$ cat config.mk
export PLATFORM = sky130hd
export DESIGN_NAME = fpu_apb_top
export DESIGN_NICKNAME = d
export VERILOG_FILES = /design/src/hw/fpu_pkg.sv /design/src/hw/fpu_op_if.sv /design/src/hw/alu_unit.sv /design/src/hw/exp_diff_exponent.sv /design/src/hw/fpu_32bit.sv /design/src/hw/fpu_apb_regs.sv /design/src/hw/fpu_apb_top.sv /design/src/hw/fpu_normalize.sv /design/src/hw/shf_unit.sv
export VERILOG_INCLUDE_DIRS = /design/src /design/src/include
export SDC_FILE = /design/constraint.sdc
export NUM_CORES = 1
export LEC_CHECK = 0
export BUFFER_PORTS_ARGS = -buffer_cell sky130_fd_sc_hd__buf_4
export CAP_MARGIN = 20
export CORE_MARGIN = 2
export CORE_UTILIZATION = 35
export CTS_CLUSTER_DIAMETER = 150
export DETAILED_ROUTE_END_ITERATION = 10
export GPL_TIMING_DRIVEN = 0
export SLEW_MARGIN = 20
export SYNTH_ARGS = -nofsm -noshare
export SYNTH_HDL_FRONTEND = slang
export SYNTH_SLANG_ARGS = --single-unit
$ cat constraint.sdc
create_clock -name i_clk -period 13.6 [get_ports i_clk]
set_input_delay 0.68 -clock i_clk [delete_from_list [all_inputs] [get_ports i_clk]]
set_output_delay 0.68 -clock i_clk [all_outputs]
set_load 0.005 [all_outputs]
$ cat src/include/fpu_params.svh
`ifndef FPU_PARAMS_SVH
`define FPU_PARAMS_SVH

// Float field widths
`define FPU_DATA_W      32
`define FPU_EXP_W       8
`define FPU_MAN_W       23
`define FPU_GUARD_W     4   // Low guard bits below the hidden one

// APB register map
`define FPU_ADDR_W      5
`define FPU_REG_OPA     5'h00
`define FPU_REG_OPB     5'h04
`define FPU_REG_CTRL    5'h08
`define FPU_REG_STATUS  5'h0C
`define FPU_REG_RESULT  5'h10

`endif

$ cat src/hw/fpu_pkg.sv
`include "fpu_params.svh"

package fpu_pkg;

    ////////////////////////////////////////
    // Operation select
    ////////////////////////////////////////
    typedef enum logic {
        FPU_ADD = 1'b0,
        FPU_SUB = 1'b1
    } fpu_op_e;

    ////////////////////////////////////////
    // IEEE 754 single precision layout
    ////////////////////////////////////////
    typedef struct packed {
        logic                   sign;   // Bit 31
        logic [`FPU_EXP_W-1:0]  exp;    // Biased exponent
        logic [`FPU_MAN_W-1:0]  frac;   // Stored fraction, no hidden one
    } fpu_float_s;

endpackage

$ cat src/hw/fpu_op_if.sv
`timescale 1ns/1ns

interface fpu_op_if;

    // Request side, driven by the register block
    logic                   req_valid;  // One cycle pulse
    fpu_pkg::fpu_op_e       req_op;
    fpu_pkg::fpu_float_s    req_a;
    fpu_pkg::fpu_float_s    req_b;

    // Response side, driven by the core
    logic                   res_valid;  // Two cycles after req_valid
    fpu_pkg::fpu_float_s    res_data;
    logic                   res_overflow;

    modport req (
        output req_valid, req_op, req_a, req_b,
        input  res_valid, res_data, res_overflow
    );

    modport core (
        input  req_valid, req_op, req_a, req_b,
        output res_valid, res_data, res_overflow
    );

endinterface

$ cat src/hw/alu_unit.sv
`timescale 1ns/1ns
`include "fpu_params.svh"

module alu_unit #(
    parameter int SIZE_DATA = `FPU_MAN_W + `FPU_GUARD_W + 1
) (
    input  fpu_pkg::fpu_op_e        i_op_alu,
    input  logic                    i_sign_a,       // Greater operand
    input  logic                    i_sign_b,       // Lesser operand
    input  logic [SIZE_DATA-1:0]    i_mantissa_a,   // Greater operand
    input  logic [SIZE_DATA-1:0]    i_mantissa_b,   // Lesser, already aligned

    output logic                    o_overflow,     // Carry out of the add
    output logic                    o_sign_result,
    output logic [SIZE_DATA-1:0]    o_mantissa_result
);

////////////////////////////////////////
// Effective sign of b
////////////////////////////////////////
logic w_sign_b_eff;
logic w_same_sign;

assign w_sign_b_eff = i_sign_b ^ (i_op_alu == fpu_pkg::FPU_SUB);  // Subtract flips b
assign w_same_sign  = (i_sign_a == w_sign_b_eff);

////////////////////////////////////////
// Magnitude add and subtract
////////////////////////////////////////
logic [SIZE_DATA:0] w_sum;      // Extra bit for carry
logic [SIZE_DATA:0] w_diff;     // Extra bit for borrow

assign w_sum  = {1'b0, i_mantissa_a} + {1'b0, i_mantissa_b};
assign w_diff = {1'b0, i_mantissa_a} - {1'b0, i_mantissa_b};

always_comb begin
    if (w_same_sign) begin
        o_overflow        = w_sum[SIZE_DATA];
        o_sign_result     = i_sign_a;
        o_mantissa_result = w_sum[SIZE_DATA-1:0];
    end else if (w_diff[SIZE_DATA]) begin
        // b was larger, flip magnitude and take b's sign
        o_overflow        = 1'b0;
        o_sign_result     = w_sign_b_eff;
        o_mantissa_result = i_mantissa_b - i_mantissa_a;
    end else begin
        o_overflow        = 1'b0;
        o_sign_result     = i_sign_a;
        o_mantissa_result = w_diff[SIZE_DATA-1:0];
    end
end

endmodule

$ cat src/hw/exp_diff_exponent.sv
`timescale 1ns/1ns
`include "fpu_params.svh"

module exp_diff_exponent (
    input  logic [`FPU_EXP_W-1:0]   i_exp_a,
    input  logic [`FPU_EXP_W-1:0]   i_exp_b,

    output logic [`FPU_EXP_W-1:0]   o_exp_greater,
    output logic [`FPU_EXP_W-1:0]   o_diff_value,
    output logic                    o_diff_signal   // High when B is larger
);

////////////////////////////////////////
// Both differences with borrow
////////////////////////////////////////
logic [`FPU_EXP_W:0] w_diff_ab;    // a - b, MSB is borrow
logic [`FPU_EXP_W:0] w_diff_ba;    // b - a

assign w_diff_ab = {1'b0, i_exp_a} - {1'b0, i_exp_b};
assign w_diff_ba = {1'b0, i_exp_b} - {1'b0, i_exp_a};

// Borrow out of a - b means b > a
assign o_diff_signal = w_diff_ab[`FPU_EXP_W];

////////////////////////////////////////
// Select positive side
////////////////////////////////////////
assign o_diff_value  = o_diff_signal ? w_diff_ba[`FPU_EXP_W-1:0]
                                     : w_diff_ab[`FPU_EXP_W-1:0];
assign o_exp_greater = o_diff_signal ? i_exp_b : i_exp_a;   // Equal gives a

endmodule

$ cat src/hw/fpu_32bit.sv
`timescale 1ns/1ns
`include "fpu_params.svh"

module fpu_32bit (
    input  logic    i_clk,
    input  logic    i_reset,
    fpu_op_if.core  io_op
);

localparam int MW = `FPU_MAN_W + 1;         // With hidden one
localparam int PW = MW + `FPU_GUARD_W;      // Mantissa path

////////////////////////////////////////
// Unpack and flush
////////////////////////////////////////
logic [MW-1:0] w_man_a, w_man_b;

assign w_man_a = (io_op.req_a.exp == '0) ? '0 : {1'b1, io_op.req_a.frac};
assign w_man_b = (io_op.req_b.exp == '0) ? '0 : {1'b1, io_op.req_b.frac};

logic [`FPU_EXP_W-1:0] w_exp_greater, w_diff_value;
logic                  w_diff_signal;

exp_diff_exponent u_exp_diff (
    .i_exp_a        (io_op.req_a.exp),
    .i_exp_b        (io_op.req_b.exp),
    .o_exp_greater  (w_exp_greater),
    .o_diff_value   (w_diff_value),
    .o_diff_signal  (w_diff_signal)
);

////////////////////////////////////////
// Order and align
////////////////////////////////////////
logic          w_swap, w_is_sub;
logic          w_sign_greater, w_sign_less;
logic [PW-1:0] w_man_greater, w_man_less, w_man_less_aligned;

// Equal exponents fall back to mantissa order
assign w_swap   = w_diff_signal || ((w_diff_value == '0) && (w_man_b > w_man_a));
assign w_is_sub = (io_op.req_op == fpu_pkg::FPU_SUB);

// ALU flips its b input on subtract, so pre-flip whichever side is A
assign w_sign_greater = w_swap ? (io_op.req_b.sign ^ w_is_sub) : io_op.req_a.sign;
assign w_sign_less    = w_swap ? (io_op.req_a.sign ^ w_is_sub) : io_op.req_b.sign;

assign w_man_greater = w_swap ? {w_man_b, {`FPU_GUARD_W{1'b0}}} : {w_man_a, {`FPU_GUARD_W{1'b0}}};
assign w_man_less    = w_swap ? {w_man_a, {`FPU_GUARD_W{1'b0}}} : {w_man_b, {`FPU_GUARD_W{1'b0}}};

shf_unit #(
    .LEFT_RIGHT (1),
    .SIZE_DATA  (PW),
    .SIZE_SHIFT (`FPU_EXP_W)    // Full difference, 28 and up clears
) u_shf_align (
    .i_shift_number (w_diff_value),
    .i_data         (w_man_less),
    .o_data         (w_man_less_aligned)
);

logic          w_alu_carry, w_alu_sign;
logic [PW-1:0] w_alu_mantissa;

alu_unit #(
    .SIZE_DATA (PW)
) u_alu (
    .i_op_alu           (io_op.req_op),
    .i_sign_a           (w_sign_greater),
    .i_sign_b           (w_sign_less),
    .i_mantissa_a       (w_man_greater),
    .i_mantissa_b       (w_man_less_aligned),
    .o_overflow         (w_alu_carry),
    .o_sign_result      (w_alu_sign),
    .o_mantissa_result  (w_alu_mantissa)
);

////////////////////////////////////////
// Stage 1 registers
////////////////////////////////////////
logic                  r_s1_valid;
logic                  r_s1_sign, r_s1_carry;
logic [`FPU_EXP_W-1:0] r_s1_exp;
logic [PW-1:0]         r_s1_mant;

always_ff @(posedge i_clk) begin
    if (i_reset) begin
        r_s1_valid <= 1'b0;
    end else begin
        r_s1_valid <= io_op.req_valid;
    end
end

always_ff @(posedge i_clk) begin
    r_s1_sign  <= w_alu_sign;
    r_s1_carry <= w_alu_carry;
    r_s1_exp   <= w_exp_greater;   // Greater exponent leads
    r_s1_mant  <= w_alu_mantissa;
end

////////////////////////////////////////
// Stage 2 normalize
////////////////////////////////////////
fpu_pkg::fpu_float_s w_norm_result;
logic                w_norm_overflow;

fpu_normalize #(
    .SIZE_DATA (PW)
) u_normalize (
    .i_sign     (r_s1_sign),
    .i_carry    (r_s1_carry),
    .i_exp      (r_s1_exp),
    .i_mantissa (r_s1_mant),
    .o_result   (w_norm_result),
    .o_overflow (w_norm_overflow)
);

always_ff @(posedge i_clk) begin
    if (i_reset) begin
        io_op.res_valid <= 1'b0;
    end else begin
        io_op.res_valid <= r_s1_valid;
    end
end

always_ff @(posedge i_clk) begin
    io_op.res_data     <= w_norm_result;
    io_op.res_overflow <= w_norm_overflow;
end

endmodule

$ cat src/hw/fpu_apb_regs.sv
`timescale 1ns/1ns
`include "fpu_params.svh"

module fpu_apb_regs (
    input  logic                    i_clk,
    input  logic                    i_reset,
    input  logic                    i_psel,
    input  logic                    i_penable,
    input  logic                    i_pwrite,
    input  logic [`FPU_ADDR_W-1:0]  i_paddr,
    input  logic [`FPU_DATA_W-1:0]  i_pwdata,

    output logic [`FPU_DATA_W-1:0]  o_prdata,
    output logic                    o_pready,
    output logic                    o_pslverr,

    fpu_op_if.req                   io_op
);

////////////////////////////////////////
// Access decode
////////////////////////////////////////
logic w_access, w_wr_en;
logic w_ctrl_wr, w_start;
logic w_mapped;

assign w_access  = i_psel && i_penable;            // Access phase
assign w_wr_en   = w_access && i_pwrite;
assign w_ctrl_wr = w_wr_en && (i_paddr == `FPU_REG_CTRL);

// Registers
fpu_pkg::fpu_float_s    r_opa, r_opb, r_result;
fpu_pkg::fpu_op_e       r_op;
logic                   r_busy, r_done, r_overflow;

assign w_start = w_ctrl_wr && i_pwdata[1] && !r_busy;   // Start ignored while busy

////////////////////////////////////////
// Request to core
////////////////////////////////////////
assign io_op.req_valid = w_start;      // Same cycle as the access phase
assign io_op.req_op    = w_start ? fpu_pkg::fpu_op_e'(i_pwdata[0]) : r_op;
assign io_op.req_a     = r_opa;
assign io_op.req_b     = r_opb;

////////////////////////////////////////
// Operand and control writes
////////////////////////////////////////
always_ff @(posedge i_clk) begin
    if (i_reset) begin
        r_opa <= '0;
        r_opb <= '0;
        r_op  <= fpu_pkg::FPU_ADD;
    end else begin
        if (w_wr_en && (i_paddr == `FPU_REG_OPA)) begin
            r_opa <= i_pwdata;
        end
        if (w_wr_en && (i_paddr == `FPU_REG_OPB)) begin
            r_opb <= i_pwdata;
        end
        if (w_ctrl_wr) begin
            r_op <= fpu_pkg::fpu_op_e'(i_pwdata[0]);   // Op bit stored on any CTRL write
        end
    end
end

////////////////////////////////////////
// Status and result
////////////////////////////////////////
always_ff @(posedge i_clk) begin
    if (i_reset) begin
        r_busy     <= 1'b0;
        r_done     <= 1'b0;
        r_overflow <= 1'b0;
        r_result   <= '0;
    end else begin
        if (io_op.res_valid) begin
            r_busy     <= 1'b0;
            r_done     <= 1'b1;
            r_overflow <= io_op.res_overflow;
            r_result   <= io_op.res_data;
        end
        if (w_start) begin
            r_busy <= 1'b1;
            r_done <= 1'b0;     // New launch clears done
        end
    end
end

////////////////////////////////////////
// Read mux
////////////////////////////////////////
always_comb begin
    w_mapped = 1'b1;
    case (i_paddr)
        `FPU_REG_OPA:    o_prdata = r_opa;
        `FPU_REG_OPB:    o_prdata = r_opb;
        `FPU_REG_CTRL:   o_prdata = {{(`FPU_DATA_W-1){1'b0}}, r_op};
        `FPU_REG_STATUS: o_prdata = {{(`FPU_DATA_W-3){1'b0}}, r_overflow, r_done, r_busy};
        `FPU_REG_RESULT: o_prdata = r_result;
        default: begin
            o_prdata = '0;
            w_mapped = 1'b0;
        end
    endcase
end

assign o_pready  = 1'b1;                   // Zero wait states
assign o_pslverr = w_access && !w_mapped;

endmodule

$ cat src/hw/fpu_apb_top.sv
`timescale 1ns/1ns
`include "fpu_params.svh"

module fpu_apb_top (
    input  logic                    i_clk,
    input  logic                    i_reset,
    input  logic                    i_psel,
    input  logic                    i_penable,
    input  logic                    i_pwrite,
    input  logic [`FPU_ADDR_W-1:0]  i_paddr,
    input  logic [`FPU_DATA_W-1:0]  i_pwdata,

    output logic [`FPU_DATA_W-1:0]  o_prdata,
    output logic                    o_pready,
    output logic                    o_pslverr
);

////////////////////////////////////////
// Register block to core link
////////////////////////////////////////
fpu_op_if u_op_if ();

fpu_apb_regs u_regs (
    .i_clk      (i_clk),
    .i_reset    (i_reset),
    .i_psel     (i_psel),
    .i_penable  (i_penable),
    .i_pwrite   (i_pwrite),
    .i_paddr    (i_paddr),
    .i_pwdata   (i_pwdata),
    .o_prdata   (o_prdata),
    .o_pready   (o_pready),
    .o_pslverr  (o_pslverr),
    .io_op      (u_op_if.req)
);

// Two cycle add/sub pipeline
fpu_32bit u_core (
    .i_clk      (i_clk),
    .i_reset    (i_reset),
    .io_op      (u_op_if.core)
);

endmodule

$ cat src/hw/fpu_normalize.sv
`timescale 1ns/1ns
`include "fpu_params.svh"

module fpu_normalize #(
    parameter int SIZE_DATA = `FPU_MAN_W + `FPU_GUARD_W + 1
) (
    input  logic                    i_sign,
    input  logic                    i_carry,        // Sum spilled above bit 27
    input  logic [`FPU_EXP_W-1:0]   i_exp,
    input  logic [SIZE_DATA-1:0]    i_mantissa,

    output fpu_pkg::fpu_float_s     o_result,
    output logic                    o_overflow
);

localparam int SHW = $clog2(SIZE_DATA);     // Shift count width
localparam int EWW = `FPU_EXP_W + 2;        // Signed work exponent

////////////////////////////////////////
// Leading one detect
////////////////////////////////////////
logic [SHW-1:0] w_lead_zeros;

always_comb begin
    w_lead_zeros = '0;
    // Highest set bit wins since it is seen last
    for (int i = 0; i < SIZE_DATA; i++) begin
        if (i_mantissa[i]) begin
            w_lead_zeros = SHW'(SIZE_DATA - 1 - i);
        end
    end
end

logic [SIZE_DATA-1:0] w_man_shifted;

shf_unit #(
    .LEFT_RIGHT (0),
    .SIZE_DATA  (SIZE_DATA),
    .SIZE_SHIFT (SHW)
) u_shf_norm (
    .i_shift_number (w_lead_zeros),
    .i_data         (i_mantissa),
    .o_data         (w_man_shifted)
);

////////////////////////////////////////
// Exponent adjust
////////////////////////////////////////
logic [SIZE_DATA-1:0]  w_man_norm;
logic signed [EWW-1:0] w_exp_work;

assign w_man_norm = i_carry ? {1'b1, i_mantissa[SIZE_DATA-1:1]} : w_man_shifted;

always_comb begin
    if (i_carry) begin
        w_exp_work = $signed({2'b00, i_exp}) + EWW'(1);     // Right by one
    end else begin
        w_exp_work = $signed({2'b00, i_exp})
                   - $signed({{(EWW-SHW){1'b0}}, w_lead_zeros});
    end
end

////////////////////////////////////////
// Special cases and packing
////////////////////////////////////////
always_comb begin
    o_overflow = 1'b0;
    if (!i_carry && (i_mantissa == '0)) begin
        o_result = '0;                          // Exact zero is positive
    end else if (w_exp_work >= EWW'(255)) begin
        o_result.sign = i_sign;                 // Signed infinity
        o_result.exp  = '1;
        o_result.frac = '0;
        o_overflow    = 1'b1;
    end else if (w_exp_work <= EWW'(0)) begin
        o_result.sign = i_sign;                 // Underflow to signed zero
        o_result.exp  = '0;
        o_result.frac = '0;
    end else begin
        o_result.sign = i_sign;
        o_result.exp  = w_exp_work[`FPU_EXP_W-1:0];
        o_result.frac = w_man_norm[SIZE_DATA-2:`FPU_GUARD_W];   // Truncate guard bits
    end
end

endmodule

$ cat src/hw/shf_unit.sv
`timescale 1ns/1ns

module shf_unit #(
    parameter int LEFT_RIGHT = 1,   // 1 shifts right, 0 shifts left
    parameter int SIZE_DATA  = 28,
    parameter int SIZE_SHIFT = 5
) (
    input  logic [SIZE_SHIFT-1:0]   i_shift_number,
    input  logic [SIZE_DATA-1:0]    i_data,
    output logic [SIZE_DATA-1:0]    o_data
);

// One stage per bit of the shift count
logic [SIZE_DATA-1:0] w_stage [0:SIZE_SHIFT];

assign w_stage[0] = i_data;

for (genvar k = 0; k < SIZE_SHIFT; k++) begin : g_stage
    localparam int STEP = 2 ** k;   // Weight of this count bit

    if (STEP >= SIZE_DATA) begin : g_flush
        // Whole word falls out
        assign w_stage[k+1] = i_shift_number[k] ? '0 : w_stage[k];
    end else if (LEFT_RIGHT != 0) begin : g_right
        assign w_stage[k+1] = i_shift_number[k]
                            ? {{STEP{1'b0}}, w_stage[k][SIZE_DATA-1:STEP]}
                            : w_stage[k];
    end else begin : g_left
        assign w_stage[k+1] = i_shift_number[k]
                            ? {w_stage[k][SIZE_DATA-1-STEP:0], {STEP{1'b0}}}
                            : w_stage[k];
    end
end

assign o_data = w_stage[SIZE_SHIFT];    // Zero filled result

endmodule

==> flow_summary_export.csv <==
group,metric,value,unit
critical_path,critical_path_class,"reg -> reg",
drt,wirelength,78.08,mm
drt,detail-route-antenna-nets,0,
place,dp_hpwl,62.25,mm
synth,netlist_instances,2270,
synth,synth-seq-cells,173,
timing,hold_viol,0,
timing,slew_viol_final,0,
critical_path,crit_fanout,10,
status,status,"completed",
critical_path,critPathSlowestCell,"nor3b_1",
timing,fin_crit_sh,88.73,%
drt,routedWlPerCell,26.17,um
worst_hold_path,holdPathStages,1,
cells_and_area,area_growth,11.49,%
critical_path,cp.required,13.87,ns
place,gp_congestion,1.005,
clock_network,cts_tree,"built",
timing,tightest_slew,1.219,ns
global_route,grt_pass1_wl,112.3,mm
timing,final.setup.tns,0,ns
critical_path,crit_top_cell,"a21oi_1",
die,core_area,46360,um2
critical_path,crit_path_end_kind,"register",
synth,synth_cell_types,101,
critical_path,critPathMaxStageDelay,0.88,ns
clock_network,cts-resized-gates,0,
die,die_x,220.2,um
clock_network,clock_latency,0.44,ns
power_and_ir_drop,p_per_area,93.88,nW/um2
timing,fmax,82.87,MHz
cells_and_area,nets,2527,
synth,yosysWarnings,0,
synth,ys_seq_area_share,21.18,%
timing,setup_viol,0,
drt,vias,18273,
drt,dr.first_iter.drc_count,2625,
place,place_area,17660,um2
cells_and_area,drive_gt1_share,8.421,%
synth,synth_top_cell_by_area,"dfxtp_1",
timing,relSlewSlack,18.76,%
clock_network,cts.sinks,173,
synth,ys_async_sr_fraction,0,%
clock_network,cts_setup_buffers,0,
synth,yosys-top-cells-area,"dfxtp_1 (21%), ha_1 (9.0%), nand2_1 (8.3%)",
die,start_util,35.28,%
place,port_buffers,72,
critical_path,r2r-start,"u_regs.io_op.req_b[24]",
synth,avgSynthCellArea,7.205,um2
critical_path,reg2reg_depth,45,
global_route,grt_use_total,31.39,%
clock_network,hold_buffers,0,
clock_network,cts.path.max_buffers,2,
drt,remaining_drc_errors,0,
die,boundaryPins,76,
global_route,grt-ovfl-total,0,
cells_and_area,final_area,18240,um2
global_route,grt_max_degree,17,
timing,rsz0062_at_grt,"false",
timing,period_needed,12.07,ns
die,rows,79,
synth,synthesis.area,16360,um2
die,dieArea,48470,um2
drt,drt-vias-per-instance,6.126,
clock_network,cts_buffers,17,
critical_path,worst_ep_arrival_time,12.34,ns
power_and_ir_drop,irDropWorstVdd,0.1362,mV
clock_network,clkSlewWorstSetupHoldPaths,0.07,ns
critical_path,startpoint,"u_regs.io_op.req_b[24]",
synth,synthFlopType,"dfxtp_1",
global_route,antenna_found_initial,1,
synth,synth_edf_count,0,
clock_network,ctsRootBufferMaster,"clkbuf_16",
job,cap_violations,0,
power_and_ir_drop,p_leak,7.724,nW
clock_network,htree_levels,4,
worst_hold_path,holdCritPathClass,"reg -> reg",
worst_hold_path,min_from,"u_core.r_s1_valid",
die,dieHeight,220.2,um
global_route,grt_pass1_vias,16893,
drt,first_pass_iters,8,
timing,clock_skew,0.01282,ns
critical_path,cp-start-kind,"register",
synth,syn_nets,2435,
synth,synth_top_area_share,21.18,%
==> flip-flops by register name, indices dropped and copies added (netlist names), 8 cells and up <==
signal and count:
u_core.io_op.res_data 32, u_regs.r_result 32, u_core.r_s1_exp 8, u_regs.io_op.req_a 32, u_core.r_s1_mant 28, u_regs.io_op.req_b 32
==> synth_stat cells, types with 32 or more instances <==
master and instances:
inv_1 166, nand2_1 362, a21o_1 32, nor3_1 48
clkbuf_1 109, o21ai_0 119, nor2_1 184, mux2i_1 118
a21oi_1 194, ha_1 118, a31oi_1 32, dfxtp_1 173
nand3_1 54
==> power breakdown <==
group	switching, W	total [W]	internal, W
clock	0.000216	0.000464	0.000249
sequential	0.0000179	0.000544	0.000526
combinational	0.000454	0.000703	0.000250
total	0.000687	0.00171	0.00102
==> kinds of logic after synthesis <==
family                   after synthesis  share of synthesized area [%]
XOR/XNOR                              45                          2.616
other                                  1                        0.02293
AND/OR/NAND/NOR                      796                          21.87
adder cells (fa/ha/maj)              123                          9.639
flip-flops                           173                          21.18
AO/OA/AOI/OAI                        670                          27.71
multiplexers                         142                          9.218
buffers and inverters                320                          7.749
==> final cells by class <==
| class | instances | area (um2) |
|---|---|---|
| Tap cell | 607 | 759.5 |
| Inverter | 166 | 623.1 |
| Timing Repair Buffer | 73 | 548.0 |
| Antenna cell | 1 | 2.502 |
| Clock inverter | 12 | 106.4 |
| Multi-Input combinational cell | 1777 | 11630 |
| Clock buffer | 20 | 456.7 |
| Fill cell | 4921 | 28120 |
| Sequential cell | 173 | 3463 |
| Buffer | 154 | 644.4 |
==> worst paths after layout <==
| kind | slack, ns | end |
|---|---|---|
| worst max register to register | 1.53 | u_core.r_s1_mant[15] |
| worst max-delay path | 1.53 | u_core.r_s1_mant[15] |
| worst min-delay path | 0.44 | u_core.io_op.res_valid |
| worst min register to register | 0.44 | u_core.io_op.res_valid |
==> critical path: cells and delay by family (launching register included) <==
kind | cells | cell delay, ns
xor gates and xnor gates | 1 | 0.46
AOI/OAI and AO/OA | 19 | 4.14
adders and majority gates | 2 | 0.44
DFF | 1 | 0.50
buffers and inverters | 10 | 2.80
and+or+nand+nor | 11 | 3.00
muxes | 2 | 0.56
==> layer usage <==
layer | share of wire (%) | GRT usage, %
met4 | 3.8 | 12.08
met2 | 44 | 49.40
met3 | 8.8 | 4.357
met5 | 0.017 | 0
met1 | 44 | 43.37
==> placed cells by master (no fill, tap or decap), drive strengths merged, types with 18 or more instances in the layout <==
| cell type | count |
|---|---|
| a222oi | 29 |
| nor4 | 21 |
| mux2i | 119 |
| nor3 | 49 |
| o21bai | 22 |
| a21oi | 197 |
| clkbuf | 130 |
| o31ai | 23 |
| a31oi | 32 |
| and2 | 19 |
| mux2 | 19 |
| o211ai | 19 |
| a211oi | 20 |
| nand3 | 56 |
| ha | 118 |
| inv | 171 |
| nor2 | 186 |
| a221oi | 18 |
| xnor2 | 31 |
| nand2 | 364 |
| dfxtp | 173 |
| a21o | 32 |
| nor2b | 18 |
| nand4 | 25 |
| o21ai | 132 |
| buf | 117 |
==> through the flow <==
step,cells,utilization (%),total power (W),worst slack [ns],hold slack [ns]
floorplan,2270,-,0.001028,5.610,0.4057
global placement,2949,38.09,0.001238,1.933,0.4204
detailed placement,2949,38.10,0.001237,2.115,0.4265
CTS,2981,39.31,0.001697,2.062,0.4422
global route,2982,39.33,0.001783,1.089,0.4686
finish,2983,39.34,0.001712,1.533,0.4374
No activity file was read; power rests on OpenSTA's default activity.
